[src/dma_pkg.sv]
package dma_pkg;

	// Data and address widths
	typedef logic [31:0] word_t;
	typedef logic [29:0] byte_addr_t;
	// Occupancy up to a depth of 1024
	typedef logic [10:0] fifo_count_t;
	// Burst length minus one
	typedef logic [5:0]  burst_len_t;

	// Memory port command kinds
	typedef enum logic [2:0] {
		instr_write = 3'b000,
		instr_read  = 3'b001
	} mem_instr_e;

	// Controller states
	typedef enum logic [2:0] {
		idle,
		wr_fetch,
		wr_wait,
		wr_close,
		rd_cmd,
		rd_wait,
		rd_move,
		rd_check
	} dma_state_e;

	typedef struct packed {
		mem_instr_e instr;
		byte_addr_t byte_addr;
		burst_len_t bl;
	} mem_cmd_t;

	typedef struct packed {
		logic       write_mode;
		logic       read_mode;
		logic       block_mode;
		// One cycle per go write
		logic       block_go;
		byte_addr_t start_addr;
	} dma_cfg_t;

	typedef struct packed {
		logic       busy;
		logic       mem_ready;
		byte_addr_t blob_wr_addr;
		byte_addr_t blob_rd_addr;
	} dma_status_t;

	typedef struct packed {
		logic       cyc;
		logic       stb;
		logic       we;
		logic [3:0] adr;
		word_t      dat;
	} wb_req_t;

	// Register word offsets
	localparam logic [3:0] REG_CTRL    = 4'd0;
	localparam logic [3:0] REG_ADDR    = 4'd1;
	localparam logic [3:0] REG_STATUS  = 4'd2;
	localparam logic [3:0] REG_BLOB_WR = 4'd3;
	localparam logic [3:0] REG_BLOB_RD = 4'd4;

endpackage

[src/dma_ctrl.sv]
`timescale 1ns/1ns

module dma_ctrl #(
	parameter int BLOB_BURST_LEN  = 32,
	parameter int BLOCK_BURST_LEN = 4,
	parameter int FIFO_DEPTH      = 256
) (
	input  logic                  clk,
	input  logic                  reset_d,
	input  dma_pkg::dma_cfg_t     cfg,
	input  logic                  mem_ready,
	input  dma_pkg::word_t        ib_data,
	input  logic                  ib_valid,
	input  dma_pkg::fifo_count_t  ib_count,
	input  dma_pkg::fifo_count_t  ob_count,
	input  logic                  cmd_full,
	input  logic                  wr_full,
	input  logic                  rd_empty,
	input  dma_pkg::word_t        rd_data,
	output logic                  ib_re,
	output logic                  ob_we,
	output dma_pkg::word_t        ob_data,
	output logic                  rd_en,
	output logic                  cmd_en,
	output dma_pkg::mem_cmd_t     cmd,
	output logic                  wr_en,
	output dma_pkg::word_t        wr_data,
	output dma_pkg::dma_status_t  status
);
	import dma_pkg::*;

	// Blob address step per burst, four bytes per word
	localparam int BLOB_BYTES = 4 * BLOB_BURST_LEN;

	dma_state_e state;
	dma_state_e next_state;
	logic [6:0] burst_cnt;
	logic       block_lat;
	logic       go_pending;
	byte_addr_t blob_wr_addr;
	byte_addr_t blob_rd_addr;
	burst_len_t cmd_bl;
	logic       wr_start;
	logic       rd_start;
	logic       wr_issue;
	logic       rd_issue;

	always_comb begin
		wr_start = mem_ready && cfg.write_mode && (cfg.block_mode ?
			(go_pending && ib_count >= fifo_count_t'(BLOCK_BURST_LEN)) :
			(ib_count >= fifo_count_t'(BLOB_BURST_LEN)));
		// Reads only when the output buffer can take the whole burst
		rd_start = mem_ready && cfg.read_mode && (cfg.block_mode ?
			(go_pending && ob_count <= fifo_count_t'(FIFO_DEPTH - BLOCK_BURST_LEN)) :
			(ob_count <= fifo_count_t'(FIFO_DEPTH - BLOB_BURST_LEN)));
		wr_issue = (state == wr_close) && (burst_cnt == '0) && !cmd_full;
		rd_issue = (state == rd_cmd) && !cmd_full;
		cmd_bl   = block_lat ? burst_len_t'(BLOCK_BURST_LEN - 1) :
			burst_len_t'(BLOB_BURST_LEN - 1);
	end

	always_comb begin
		next_state = state;
		case (state)
			// Writes win over reads
			idle: begin
				if (wr_start)
					next_state = wr_fetch;
				else if (rd_start)
					next_state = rd_cmd;
			end
			wr_fetch: if (!wr_full) next_state = wr_wait;
			wr_wait:  if (ib_valid) next_state = wr_close;
			wr_close: begin
				if (burst_cnt != '0)
					next_state = wr_fetch;
				else if (!cmd_full)
					next_state = idle;
			end
			rd_cmd:   if (!cmd_full) next_state = rd_wait;
			rd_wait:  if (!rd_empty) next_state = rd_move;
			rd_move:  next_state = rd_check;
			rd_check: next_state = (burst_cnt == 7'd1) ? idle : rd_wait;
			default:  next_state = idle;
		endcase
	end

	always_ff @(posedge clk or posedge reset_d) begin
		if (reset_d) begin
			state        <= idle;
			burst_cnt    <= '0;
			block_lat    <= 1'b0;
			go_pending   <= 1'b0;
			blob_wr_addr <= '0;
			blob_rd_addr <= '0;
			ib_re        <= 1'b0;
			wr_en        <= 1'b0;
			cmd_en       <= 1'b0;
			rd_en        <= 1'b0;
			ob_we        <= 1'b0;
		end else begin
			state  <= next_state;
			ib_re  <= 1'b0;
			wr_en  <= 1'b0;
			cmd_en <= 1'b0;
			rd_en  <= 1'b0;
			ob_we  <= 1'b0;

			// Go stays pending until a block burst picks it up
			if (cfg.block_go)
				go_pending <= 1'b1;
			else if (!cfg.block_mode || (state == idle && (wr_start || rd_start)))
				go_pending <= 1'b0;

			case (state)
				idle: begin
					block_lat <= cfg.block_mode;
					burst_cnt <= cfg.block_mode ? 7'(BLOCK_BURST_LEN) : 7'(BLOB_BURST_LEN);
				end
				wr_fetch: if (!wr_full) ib_re <= 1'b1;
				wr_wait: begin
					if (ib_valid) begin
						wr_en     <= 1'b1;
						burst_cnt <= burst_cnt - 7'd1;
					end
				end
				wr_close: begin
					if (wr_issue) begin
						cmd_en <= 1'b1;
						if (!block_lat)
							blob_wr_addr <= blob_wr_addr + byte_addr_t'(BLOB_BYTES);
					end
				end
				rd_cmd: begin
					if (rd_issue) begin
						cmd_en <= 1'b1;
						if (!block_lat)
							blob_rd_addr <= blob_rd_addr + byte_addr_t'(BLOB_BYTES);
					end
				end
				rd_wait: if (!rd_empty) rd_en <= 1'b1;
				rd_check: begin
					ob_we     <= 1'b1;
					burst_cnt <= burst_cnt - 7'd1;
				end
				default: ;
			endcase
		end
	end

	always_ff @(posedge clk) begin
		if (state == wr_wait && ib_valid)
			wr_data <= ib_data;
		// Read queue word is valid one cycle after rd_en
		if (state == rd_check)
			ob_data <= rd_data;
		if (wr_issue) begin
			cmd.instr     <= instr_write;
			cmd.byte_addr <= block_lat ? cfg.start_addr : blob_wr_addr;
			cmd.bl        <= cmd_bl;
		end else if (rd_issue) begin
			cmd.instr     <= instr_read;
			cmd.byte_addr <= block_lat ? cfg.start_addr : blob_rd_addr;
			cmd.bl        <= cmd_bl;
		end
	end

	always_comb begin
		status.busy         = (state != idle);
		// Filled in at the top level
		status.mem_ready    = 1'b0;
		status.blob_wr_addr = blob_wr_addr;
		status.blob_rd_addr = blob_rd_addr;
	end

	a_cmd_not_full: assert property (
		@(posedge clk) disable iff (reset_d)
		cmd_en |-> !cmd_full
	);

	a_wr_not_full: assert property (
		@(posedge clk) disable iff (reset_d)
		wr_en |-> !wr_full
	);

endmodule

[config.mk]
export PLATFORM = sky130hd
export DESIGN_NAME = dma_ctrl
export DESIGN_NICKNAME = d
export VERILOG_FILES = /design/src/dma_pkg.sv /design/src/dma_ctrl.sv
export SDC_FILE = /design/constraint.sdc
export NUM_CORES = 1
export LEC_CHECK = 0
export ABC_CLOCK_PERIOD_IN_PS = 6340
export BUFFER_PORTS_ARGS = -buffer_cell sky130_fd_sc_hd__buf_4
export CORE_MARGIN = 8
export CORE_UTILIZATION = 45
export DETAILED_ROUTE_END_ITERATION = 10
export MAX_ROUTING_LAYER = met4
export PLACE_DENSITY = 0.87
export SLEW_MARGIN = 10
export SYNTH_ARGS = -nofsm -noshare
export SYNTH_HDL_FRONTEND = slang
export SYNTH_SLANG_ARGS = --single-unit
[constraint.sdc]
create_clock -name clk -period 6.34 [get_ports clk]
set_clock_uncertainty 0.15 [all_clocks]
set_input_delay 0.634 -clock clk [delete_from_list [all_inputs] [get_ports clk]]
set_output_delay 0.634 -clock clk [all_outputs]
set_load 0.1 [all_outputs]
==> impl_metrics.yaml <==
status:
  outcome: "finished clean"
timing:
  fin_tns_setup_ns: 0
  slew_viol_final: 0
  layout_worst_path_cycle_share_pct: 44.4
  max_freq_mhz: 355
  worst_pin_slew_ns: 1.02
  rsz0062_at_grt: "false"
  worst_hold_slack_ns: 0.234
  setup_violations: 0
  period_minus_slack_ns: 2.81
  slew-limit-headroom_pct: 31.6
  hold_viol_final: 0
worst_setup_path:
  cp_max_fo: 18
  endpoint_kind: "output pin"
  critPathKind: "reg -> out"
  start_kind: "flop"
  path_cells: "nor3_2 > inv_1 > buf_4"
  cp-startpoint: "state[1]"
  worstPathArrival_ns: 2.03
  reg2reg_depth: 4
  cpPeakStageDelay_ns: 0.60
  cp.required_ns: 5.56
  slowest_stage: "dfrtp_1"
  reg2reg_from: "burst_cnt[2]"
synthesis:
  synth_top_cell_area_share_pct: 41.9
  synthDistinctLibCells: 62
  synth_edf_count: 95
  synth-main-ff-cell: "edfxtp_1"
  synth_area_sq_um: 6800
  async_reset_ff_share_pct: 39.6
  seq_area_frac_synth_pct: 65.4
  yosys.area.top_type: "edfxtp_1"
  syn_inst: 511
  synthTopCellsByArea: "edfxtp_1, dfrtp_1, mux2i_1"
  avgSynthCellArea_sq_um: 13.3
  yosys_warnings: 0
  synth-seq-cells: 159
power:
  power_density_nw_per_um2: 407
  power_leakage_uw: 0.00445
  p_total_uw: 3910
  peakVddDrop_mv: 0.220
drt:
  viasPerCell: 5.18
  num_vias: 5113
  wl_met3_mm: 1.39
  top_layer_used: "met4"
  drt-met1-wl_mm: 7.87
  ant_nets: 0
  dr_wl_met2_mm: 10.3
  wire_per_inst_um: 20.2
  dr.first_iter.drc_count: 291
  wl_mm: 19.9
  drtPass1Iterations: 5
  drc: 0
cells_and_area:
  design_area_sq_um: 9590
  syn2layout_area_growth_pct: 41.0
  fillers: 1158
  drive_gt1_share_pct: 40.4
  post-route-util_pct: 64.0
  fin_nets: 918
  diodes: 0
hold_path:
  min_from: "wr_full"
  holdPathStages: 2
  hold_class: "in -> reg"
clocking:
  cts_resized: 0
  root_buffer: "clkbuf_16"
  insertion_delay_ns: 0.41
  cts_made_buffers: 17
  clock_sinks: 159
  post-cts-setup-buffers: 0
  path_clk_slew_ns: 0.06
  cts_tree: "done"
  cts_buffer_depth: 2
  cts-hold-fix-buffers: 0
  cts.htree.levels: 4
floorplan:
  io_pins: 297
  die_x_um: 139
  die-area_sq_um: 19300
  core_area_sq_um: 15000
  row_count: 45
  die_h_um: 139
  start_util_pct: 45.4
place:
  io_buffers: 274
  place_congestion: 0.853
  postPlaceCellArea_sq_um: 8960
  dp_hpwl_mm: 14.6
job:
  maxCapViolCount: 0
global_route:
  antenna_found_initial: 0
  globalRouteTotalUtil_pct: 21.0
  grt_max_degree: 64
  grt_pass1_wl_mm: 30.5
  grt_pass1_vias: 5344
  overflow: 0
## logic make-up (layout without fill, tap and decap cells)
group / after synthesis / after routing / share of synthesized area (%)
and+or+nand+nor: 162 / 162 / 14.3
xor gates and xnor gates: 45 / 45 / 5.79
adders and majority gates: 4 / 4 / 0.736
other: 2 / 20 / 0.110
muxes: 28 / 28 / 4.16
AOI/OAI and AO/OA: 58 / 58 / 5.22
buffers and inverters: 53 / 324 / 4.27
DFF: 159 / 159 / 65.4
## layout by cell type (no fill, tap or decap), types with 4 or more instances in the layout
cell	synthesis	routed
buf_4	22	278
edfxtp_1	95	95
dfrtp_1	63	62
nand2_1	42	42
mux2i_1	26	26
o21ai_1	24	24
xor2_1	23	23
xnor2_1	22	22
conb_1	2	20
nand3_1	17	17
clkbuf_16	0	17
nor3_1	15	15
nor2_1	14	13
inv_1	14	13
and2_1	11	11
nand4_1	11	11
and4_1	10	10
and3_1	7	7
a21oi_1	7	7
a31oi_1	6	6
nor4_1	5	5
or3_1	5	5
o21ai_0	5	5
ha_1	4	4
inv_6	0	4
bufinv_16	0	4
## per-layer routing
layer	GRT usage (%)	up-vias
met4	6.47	0
met5	-	-
met1	23.9	2479
met3	5.27	24
li1	-	2389
met2	35.8	221
## area by class of cell
| class | instances | area (sq um) | area share, % |
|---|---|---|---|
| Clock buffer | 20 | 447 | 4.66 |
| Multi-Input combinational cell | 317 | 2140 | 22.3 |
| Inverter | 14 | 52.6 | 0.548 |
| Tap cell | 188 | 235 | 2.45 |
| Timing Repair Buffer | 278 | 2090 | 21.8 |
| Clock inverter | 12 | 181 | 1.89 |
| Sequential cell | 159 | 4450 | 46.4 |
## metrics by stage
step | std cells | worst slack (ns)
6_report | 988 | 3.53
2_1_floorplan | 529 | 3.16
4_1_cts | 988 | 3.52
5_1_grt | 988 | 3.34
3_5_place_dp | 956 | 3.56
3_3_place_gp | 956 | 3.58
## critical path, delay by kind of cell, from the launching register on
| kind | cells | cell delay [ns] |
|---|---|---|
| buf+inv | 2 | 0.44 |
| simple gates | 1 | 0.57 |
| flops | 1 | 0.60 |
## synthesized netlist by cell type (all sizes together) (2+ instances only)
master / number
a21oi: 7
a31o: 2
a31oi: 6
and2: 11
and3: 7
and4: 10
buf: 31
clkbuf: 8
conb: 2
dfrtp: 63
edfxtp: 95
ha: 4
inv: 14
mux2: 2
mux2i: 26
nand2: 42
nand2b: 3
nand3: 17
nand4: 14
nor2: 14
nor3: 16
nor3b: 4
nor4: 6
nor4b: 2
o21ai: 29
o31ai: 2
or3: 5
or4: 4
xnor2: 22
xor2: 23
## worst paths after layout
kind	slack, ns	end
setup / recovery	3.53	status[61]
hold / removal	0.23	ib_re
setup reg to reg	3.56	cmd[35]
hold reg to reg	0.35	cmd[36]
max in group asynchronous	5.09	block_lat
min in group asynchronous	0.32	burst_cnt[0]
## sequential cells by signal, summed over array words and instances, names as in the netlist
signal	cells
blob_rd_addr	23
blob_wr_addr	23
block_lat	1
burst_cnt	7
cmd	32
cmd_en	1
go_pending	1
ib_re	1
ob_data	32
ob_we	1
rd_en	1
state	3
wr_data	32
wr_en	1
## power by group
group,total (uW),internal (uW),switching [uW]
Sequential,1440,1270,172
Combinational,1380,336,1040
Clock,1080,674,410
Power figures use the tool's default switching activity.
