`src/dma_pkg.sv`:
```
package dma_pkg;

	// Data and address widths
	typedef logic [31:0] word_t;
	typedef logic [29:0] byte_addr_t;
	// Occupancy up to a depth of 1024
	typedef logic [10:0] fifo_count_t;
	// Burst length minus one
	typedef logic [5:0]  burst_len_t;

	// Memory port command kinds
	typedef enum logic [2:0] {
		instr_write = 3'b000,
		instr_read  = 3'b001
	} mem_instr_e;

	// Controller states
	typedef enum logic [2:0] {
		idle,
		wr_fetch,
		wr_wait,
		wr_close,
		rd_cmd,
		rd_wait,
		rd_move,
		rd_check
	} dma_state_e;

	typedef struct packed {
		mem_instr_e instr;
		byte_addr_t byte_addr;
		burst_len_t bl;
	} mem_cmd_t;

	typedef struct packed {
		logic       write_mode;
		logic       read_mode;
		logic       block_mode;
		// One cycle per go write
		logic       block_go;
		byte_addr_t start_addr;
	} dma_cfg_t;

	typedef struct packed {
		logic       busy;
		logic       mem_ready;
		byte_addr_t blob_wr_addr;
		byte_addr_t blob_rd_addr;
	} dma_status_t;

	typedef struct packed {
		logic       cyc;
		logic       stb;
		logic       we;
		logic [3:0] adr;
		word_t      dat;
	} wb_req_t;

	// Register word offsets
	localparam logic [3:0] REG_CTRL    = 4'd0;
	localparam logic [3:0] REG_ADDR    = 4'd1;
	localparam logic [3:0] REG_STATUS  = 4'd2;
	localparam logic [3:0] REG_BLOB_WR = 4'd3;
	localparam logic [3:0] REG_BLOB_RD = 4'd4;

endpackage

```
`src/dma_regs.sv`:
```
`timescale 1ns/1ns

module dma_regs (
	input  logic                 clk,
	input  logic                 reset_d,
	input  dma_pkg::wb_req_t     wb,
	input  dma_pkg::dma_status_t status,
	output logic                 wb_ack,
	output dma_pkg::word_t       wb_dat_o,
	output dma_pkg::dma_cfg_t    cfg
);
	import dma_pkg::*;

	logic wb_hit;

	// New classic cycle, ack drops between back-to-back accesses
	assign wb_hit = wb.cyc && wb.stb && !wb_ack;

	always_ff @(posedge clk or posedge reset_d) begin
		if (reset_d) begin
			wb_ack <= 1'b0;
			cfg    <= '0;
		end else begin
			wb_ack       <= wb_hit;
			cfg.block_go <= 1'b0;
			if (wb_hit && wb.we) begin
				case (wb.adr)
					REG_CTRL: begin
						cfg.write_mode <= wb.dat[0];
						cfg.read_mode  <= wb.dat[1];
						cfg.block_mode <= wb.dat[2];
						cfg.block_go   <= wb.dat[3];
					end
					REG_ADDR: cfg.start_addr <= wb.dat[29:0];
					default: ;
				endcase
			end
		end
	end

	// Read data lines up with ack
	always_ff @(posedge clk) begin
		if (wb_hit && !wb.we) begin
			case (wb.adr)
				// Go is a strobe and reads back as zero
				REG_CTRL:    wb_dat_o <= {29'd0, cfg.block_mode, cfg.read_mode, cfg.write_mode};
				REG_ADDR:    wb_dat_o <= {2'd0, cfg.start_addr};
				REG_STATUS:  wb_dat_o <= {30'd0, status.mem_ready, status.busy};
				REG_BLOB_WR: wb_dat_o <= {2'd0, status.blob_wr_addr};
				REG_BLOB_RD: wb_dat_o <= {2'd0, status.blob_rd_addr};
				default:     wb_dat_o <= '0;
			endcase
		end
	end

	// Single-cycle ack even when the master keeps stb up
	a_ack_single: assert property (
		@(posedge clk) disable iff (reset_d)
		(wb_ack && wb.stb) |=> !wb_ack
	);

endmodule

```
`config.mk`:
```
export PLATFORM = sky130hd
export DESIGN_NAME = dma_regs
export DESIGN_NICKNAME = d
export VERILOG_FILES = /design/src/dma_pkg.sv /design/src/dma_regs.sv
export SDC_FILE = /design/constraint.sdc
export NUM_CORES = 1
export LEC_CHECK = 0
export ABC_CLOCK_PERIOD_IN_PS = 2700
export BUFFER_PORTS_ARGS = -buffer_cell sky130_fd_sc_hd__buf_2
export CAP_MARGIN = 15
export CELL_PAD_IN_SITES_DETAIL_PLACEMENT = 0
export CELL_PAD_IN_SITES_GLOBAL_PLACEMENT = 1
export CORE_MARGIN = 2
export CORE_UTILIZATION = 32
export DETAILED_ROUTE_END_ITERATION = 8
export PLACE_DENSITY = 0.82
export SLEW_MARGIN = 30
export SYNTH_ARGS = -nofsm -noshare
export SYNTH_HDL_FRONTEND = slang
export SYNTH_SLANG_ARGS = --single-unit
```
`constraint.sdc`:
```
create_clock -name clk -period 2.7 [get_ports clk]
set_input_delay 0.27 -clock clk [delete_from_list [all_inputs] [get_ports clk]]
set_output_delay 0.27 -clock clk [all_outputs]
set_load 0.01 [all_outputs]
```
==> results of run 1 <==
-- layout make-up --
type	count	area share [%]
Inverter	28	2.610
Clock buffer	12	3.884
Timing Repair Buffer	173	22.31
Sequential cell	65	44.13
Tap cell	108	3.356
Clock inverter	4	1.833
Multi-Input combinational cell	87	21.88
-- sequential cells by signal (all words and copies together) (netlist names) --
signal,cells
wb_dat_o,30
wb_ack,1
cfg,34
-- per-layer routing --
layer | track usage [%] | vias up | part of all wire, %
met5 | 0 | - | 0
met4 | 5.449 | 0 | 0.77
met3 | 5.971 | 4 | 11
met2 | 26.58 | 148 | 48
met1 | 19.18 | 1105 | 40
li1 | - | 1090 | -
-- kinds of logic (layout without fill, tap and decap cells) --
logic type / Yosys count / count (layout) / synth area share (%)
flip-flops: 65 / 65 / 63.28
multiplexers: 36 / 36 / 14.30
buffers and inverters: 41 / 217 / 6.595
AND/OR/NAND/NOR: 16 / 16 / 4.367
other: 1 / 2 / 0.1336
AO/OA/AOI/OAI: 33 / 33 / 11.32
-- worst max-delay path: stages (launching register included) --
cell and delay (ns):
dfrtp_1 0.39, and3b_1 0.29, and3_1 0.17, buf_4 0.40, mux2_2 0.39
-- worst min path at each step --
stage / end / slack [ns]
after floorplan: cfg[30]$_DFF_PP0_ / 0.40
after global placement: cfg[30]$_DFF_PP0_ / 0.50
after detailed placement: cfg[1]$_DFFE_PP0P_ / 0.49
after CTS: cfg[31]$_DFFE_PP0P_ / 0.12
after global routing: cfg[31]$_DFFE_PP0P_ / 0.13
final: cfg[2]$_DFFE_PP0P_ / 0.09
-- stage by stage --
stage          setup WS (ns)  hold WS, ns  util (%)
2_1_floorplan         0.2498       0.3986         -
3_3_place_gp          0.8280       0.4982     44.18
3_5_place_dp          0.8027       0.4885     44.18
4_1_cts               0.9103       0.1242     46.86
5_1_grt               0.8244       0.1328     46.86
6_report              0.9467      0.08765     46.86
-- power groups by stage --
stage	Clock, uW	Combinational, uW	Sequential (uW)
after floorplan	0	110	1200
after global placement	0	314	1170
after detailed placement	0	319	1170
after CTS	968	320	1150
after global routing	1020	344	1160
final	942	314	1150
-- Yosys cell counts --
| master | count |
|---|---|
| edfxtp_1 | 30 |
| buf_2 | 1 |
| and2_1 | 1 |
| dfrtp_1 | 35 |
| mux2_2 | 33 |
| nand2_1 | 3 |
| nor4b_4 | 1 |
| a222oi_1 | 27 |
| nor2_1 | 1 |
| or2_2 | 1 |
| inv_1 | 28 |
| and3b_1 | 1 |
| buf_4 | 8 |
| conb_1 | 1 |
| a22oi_1 | 3 |
| nor4bb_1 | 1 |
| mux2i_1 | 3 |
| o221ai_1 | 2 |
| nor4b_2 | 1 |
| nor2b_1 | 3 |
| and3_1 | 2 |
| o31ai_1 | 1 |
| nor4_1 | 1 |
| clkbuf_1 | 4 |
==> key figures, run 1 <==
Run status
  – Status: completed

Detailed routing
  – First drt pass iteration count: 6
  – Post-route DRC: 0
  – Via density: 4.920
  – ANT nets after route: 0
  – DR iter-0 viols: 195
  – Post-Route WL: 7581 um
  – Wire per inst: 15.89 um
  – Detailed-route via count: 2347

STA
  – Final setup viols: 0
  – Slew @ Worst Pin: 0.8287 ns
  – Crit share post-route: 64.94%
  – Slew headroom: 44.70%
  – Maximum clock frequency: 570.3 MHz
  – Hold Vio Cnt, Final: 0
  – Pins Over Slew Limit: 0
  – Min Tclk post-route: 1.753 ns
  – RSZ-0062 raised after global routing: no
  – Setup TNS: 0 ns
  – Final Skew: 0.01291 ns

Global route
  – Largest net degree at the start of global routing: 31
  – GR Overflow Total: 0
  – Overall Global Routing Usage: 16.01%
  – First-pass GRT wire length: 11740 um
  – Initial antenna violation count: 0
  – Vias in the first global route: 2275

Die
  – Initial Utilization: 32.67%
  – Core Box Area: 8593 sq um
  – Die Y: 97.67 um
  – Die ar.: 9539 sq um
  – Die width: 97.67 um
  – Standard-cell rows: 34
  – I/O Pins: 170

CTS
  – Post-CTS Resized: 0
  – Maximum buffer depth of the clock tree: 2
  – Setup Fix Bufs, Post-CTS: 0
  – CTS Buf Count: 9
  – H-tree levels: 3
  – Worst skew pair latency: 0.33 ns
  – Hold-fix buffers, CTS: 0
  – Root Buffer: clkbuf_8
  – CTS tree: yes
  – Clk sinks: 65
  – Clock Pin Slew Worst Setup and Hold Paths: 0.08 ns

Pwr
  – Pwr dens: 597.8 nW/um^2
  – Switching Share: 23.20%
  – Switch Pwr: 558.5 uW
  – Internal power: 1849 uW
  – Leak pwr: 0.002212 uW
  – Clock power frac: 39.1%
  – Combinational share of power: 13.0%
  – Sequential power share: 47.8%
  – Tot Pwr: 2407 uW
  – Worst VDD drop: 0.0003155 V

Critical path
  – R2R Path End: cfg[7]$_DFFE_PP0P_
  – Kind of critical path: reg2reg
  – Worst R2R Setup Slack: 0.95 ns
  – Startpoint class of the critical path: flop
  – Crit. End Element: flop
  – Critical Path RT: 2.91 ns
  – CP startpoint: wb_ack$_DFF_PP0_
  – RR Startpoint: wb_ack$_DFF_PP0_
  – Worst r2r path cells: 4
  – Arrival @ worst endpoint: 1.96 ns
  – Crit path to: cfg[7]$_DFFE_PP0P_
  – Crit path max fanout: 30

Place
  – Routability congestion estimate from global placement: 0.8025
  – # port buffers: 165
  – Placed insts: 461
  – DP HPWL: 5542 um
  – Dpl cell area: 3796 sq um

Yosys
  – Top post-synthesis cells by area: edfxtp_1 (32%), dfrtp_1 (31%), mux2_2 (13%)
  – Post-Syn Area: 2808 sq um
  – Post-synth top area share: 32.09%
  – Yosys warnings: 0
  – Part of the Yosys area used for sequential elements: 63.28%
  – Avg Inst Size Synth: 14.62 sq um
  – Yosys top cell by area: edfxtp_1
  – Synth Register Bits: 65
  – Post-synth cell types: 24
  – Synth Instances: 192

Layout
  – Antenna diode count: 0
  – Area of the multi-input gates: 880.8 sq um
  – Finished Layout Cells: 477
  – Layout cells sized above 1: 60.98%
  – Final #Nets: 467
  – Most common cell after layout, fill and taps aside: buf_2
  – Reg area: 1777 sq um
  – Design Area, Final: 4026 sq um
  – Most frequent cells in the layout: buf_2 (165), dfrtp_1 (35), mux2_2 (33)
  – Fill count: 829
  – Area grow syn2layout: 43.40%

Min path
  – HP Class: in2async

Flow run
  – Max_cap viols: 0
Note: power is estimated with default switching activity, not from simulation.
==> inputs of run 2 (changes only) <==
- ABC_CLOCK_PERIOD_IN_PS: 2700 -> 1810
- clock period: 2.7 -> 1.81 ns (I/O delays scaled with it)
==> run 2 against run 1 <==
Fmax increased by 8.9%; largest power group unchanged; highest routed layer unchanged; sequential power increased by 50%; die area unchanged; critical path depth unchanged.
==> key figures, run 2 (synthesis results as in run 1) <==
Run status
  – Status: completed

Layout
  – Area grow syn2layout: 43.94%
  – Largest register by flop count: cfg
  – Antenna diode count: 0 (unchanged)
  – Most common cell after layout, fill and taps aside: buf_2
  – Final #Nets: 472 (+1.1%)
  – Most frequent cells in the layout: buf_2 (165), dfrtp_1 (35), mux2_2 (33)
  – Max FFs per register: 34 (unchanged)
  – Layout cells sized above 1: 61.76% (+0.79 points)
  – Largest regs: cfg: 34 flops, wb_dat_o: 30 flops, wb_ack: 1 flops

Critical path
  – Crit. End Element: flop
  – Slowest-stage cell, CP: dfrtp_1
  – Arrival @ worst endpoint: 1.82 ns (-0.14 ns)
  – Startpoint class of the critical path: flop
  – Worst path max stage delay: 0.38 ns (-0.02 ns)
  – CP cell instances: and3b_1, and3_1, buf_12, mux2_2
  – Top delay family on crit path: simple AND/OR/NAND/NOR gates
  – Crit path max fanout: 16 (-47%)
  – Buf/Inv on CP: 1 (unchanged)
  – Critical Path RT: 2.02 ns (-0.89 ns)
  – Kind of critical path: reg2reg

STA
  – Final Skew: 0.009426 ns (-0.003482 ns)
  – Final setup viols: 0 (unchanged)
  – Hold Vio Cnt, Final: 0 (unchanged)
  – WHS: 0.07202 ns (-0.01563 ns)
  – RSZ-0062 raised after global routing: no
  – Slew headroom: 49.84% (+5.1 points)
  – Slew @ Worst Pin: 0.7512 ns (-0.07746 ns)
  – Setup TNS: 0 ns (unchanged)
  – Crit share post-route: 88.94% (+24 points)
  – Pins Over Slew Limit: 0 (unchanged)
  – Maximum clock frequency: 621.2 MHz (+8.9%)
  – Min Tclk post-route: 1.610 ns (-0.1435 ns)

CTS
  – Clock Pin Slew Worst Setup and Hold Paths: 0.08 ns (about the same)
  – Clk sinks: 65 (unchanged)
  – CTS tree: yes
  – Worst skew pair latency: 0.33 ns (about the same)
  – Root Buffer: clkbuf_8
  – H-tree levels: 3 (unchanged)
  – CTS Buf Count: 9 (unchanged)
  – Maximum buffer depth of the clock tree: 2 (unchanged)

Global route
  – GR Overflow Total: 0 (unchanged)
  – Initial antenna violation count: 0 (unchanged)
  – Vias in the first global route: 2436 (+7.1%)
  – Largest net degree at the start of global routing: 36 (+16%)
  – First-pass GRT wire length: 12260 um (+4.4%)
  – Overall Global Routing Usage: 16.57% (+0.56 points)

Place
  – Routability congestion estimate from global placement: 0.8006 (-0.24%)
  – # port buffers: 165 (unchanged)
  – DP HPWL: 5823 um (+5.1%)

Detailed routing
  – Post-Route WL: 7820 um (+3.2%)
  – Detailed-route via count: 2370 (+0.98%)
  – First drt pass iteration count: 7 (+1)
  – Wire per inst: 16.22 um (+2.1%)
  – Post-route DRC: 0 (unchanged)
  – Via density: 4.917 (about the same)
  – DR iter-0 viols: 152 (-22%)
  – ANT nets after route: 0 (unchanged)

Pwr
  – Worst VDD drop: 0.0004093 V (+30%)
  – Tot Pwr: 3300 uW (+37%)
  – Leak pwr: 0.002215 uW (+0.13%)
  – Pwr dens: 816.6 nW/um^2 (+37%)

Die
  – Initial Utilization: 32.67% (unchanged)
  – Die Y: 97.67 um (unchanged)
  – Die ar.: 9539 sq um (unchanged)
  – Standard-cell rows: 34 (unchanged)
  – I/O Pins: 170 (unchanged)
  – Die width: 97.67 um (unchanged)
  – Core Box Area: 8593 sq um (unchanged)

Min path
  – HP Class: in2reg

Flow run
  – Max_cap viols: 0 (unchanged)
==> run 2: final cells by class <==
class	count	area [sq um]
Fill cell	805	4552
Clock inverter	6	42.54
Clock buffer	10	137.6
Inverter	28	105.1
Timing Repair Buffer	178	963.4
Tap cell	108	135.1
Multi-Input combinational cell	87	880.8
Sequential cell	65	1777
==> run 2: worst register-to-register path, cell delays in order (launching register included) <==
cell and delay, ns:
dfrtp_1 0.38, and3b_1 0.29, and3_1 0.29, buf_12 0.19, mux2_2 0.35
==> run 2: routing by layer <==
metal	vias to the layer above	GRT usage [%]	wire, um
li1	1101	-	-
met1	1127	19.91	3170
met2	134	28.12	3818
met3	8	5.108	749
met4	0	5.876	82
met5	-	0	0
==> run 2: through the flow <==
stage               setup slack [ns]  cell area, sq um  instances  util (%)
floorplan                     0.2470              2819        193         -
finish                        0.2002              4041        482     47.03
CTS                           0.1940              4041        482     47.03
global placement             0.04773              3851        465     44.82
detailed placement         -0.003783              3851        465     44.82
global route                  0.1393              4041        482     47.03
==> run 2: final timing paths <==
| path | from | to | slack (ns) | cells past startpoint |
|---|---|---|---|---|
| worst max-delay path | wb_ack$_DFF_PP0_ | cfg[20]$_DFFE_PP0P_ | 0.20 | 4 |
| worst min-delay path | wb[21] | cfg[21]$_DFFE_PP0P_ | 0.07 | 2 |
| worst max register to register | wb_ack$_DFF_PP0_ | cfg[20]$_DFFE_PP0P_ | 0.20 | 4 |
| worst min register to register | cfg[25]$_DFFE_PP0P_ | cfg[25]$_DFFE_PP0P_ | 0.54 | 1 |
| max in group asynchronous | reset_d | cfg[4]$_DFFE_PP0P_ | 0.98 | 4 |
| min in group asynchronous | reset_d | cfg[21]$_DFFE_PP0P_ | 0.49 | 4 |
==> run 2: repair_timing <==
action,4_1_cts,5_1_grt
hold endpoints to repair,35,0
gates resized for setup,0,0
setup buffers,0,0
hold buffers,1,0
==> run 2: power by group <==
part	switching [uW]	internal, uW
registers	72.2	1650
logic	222	255
clock network	568	536
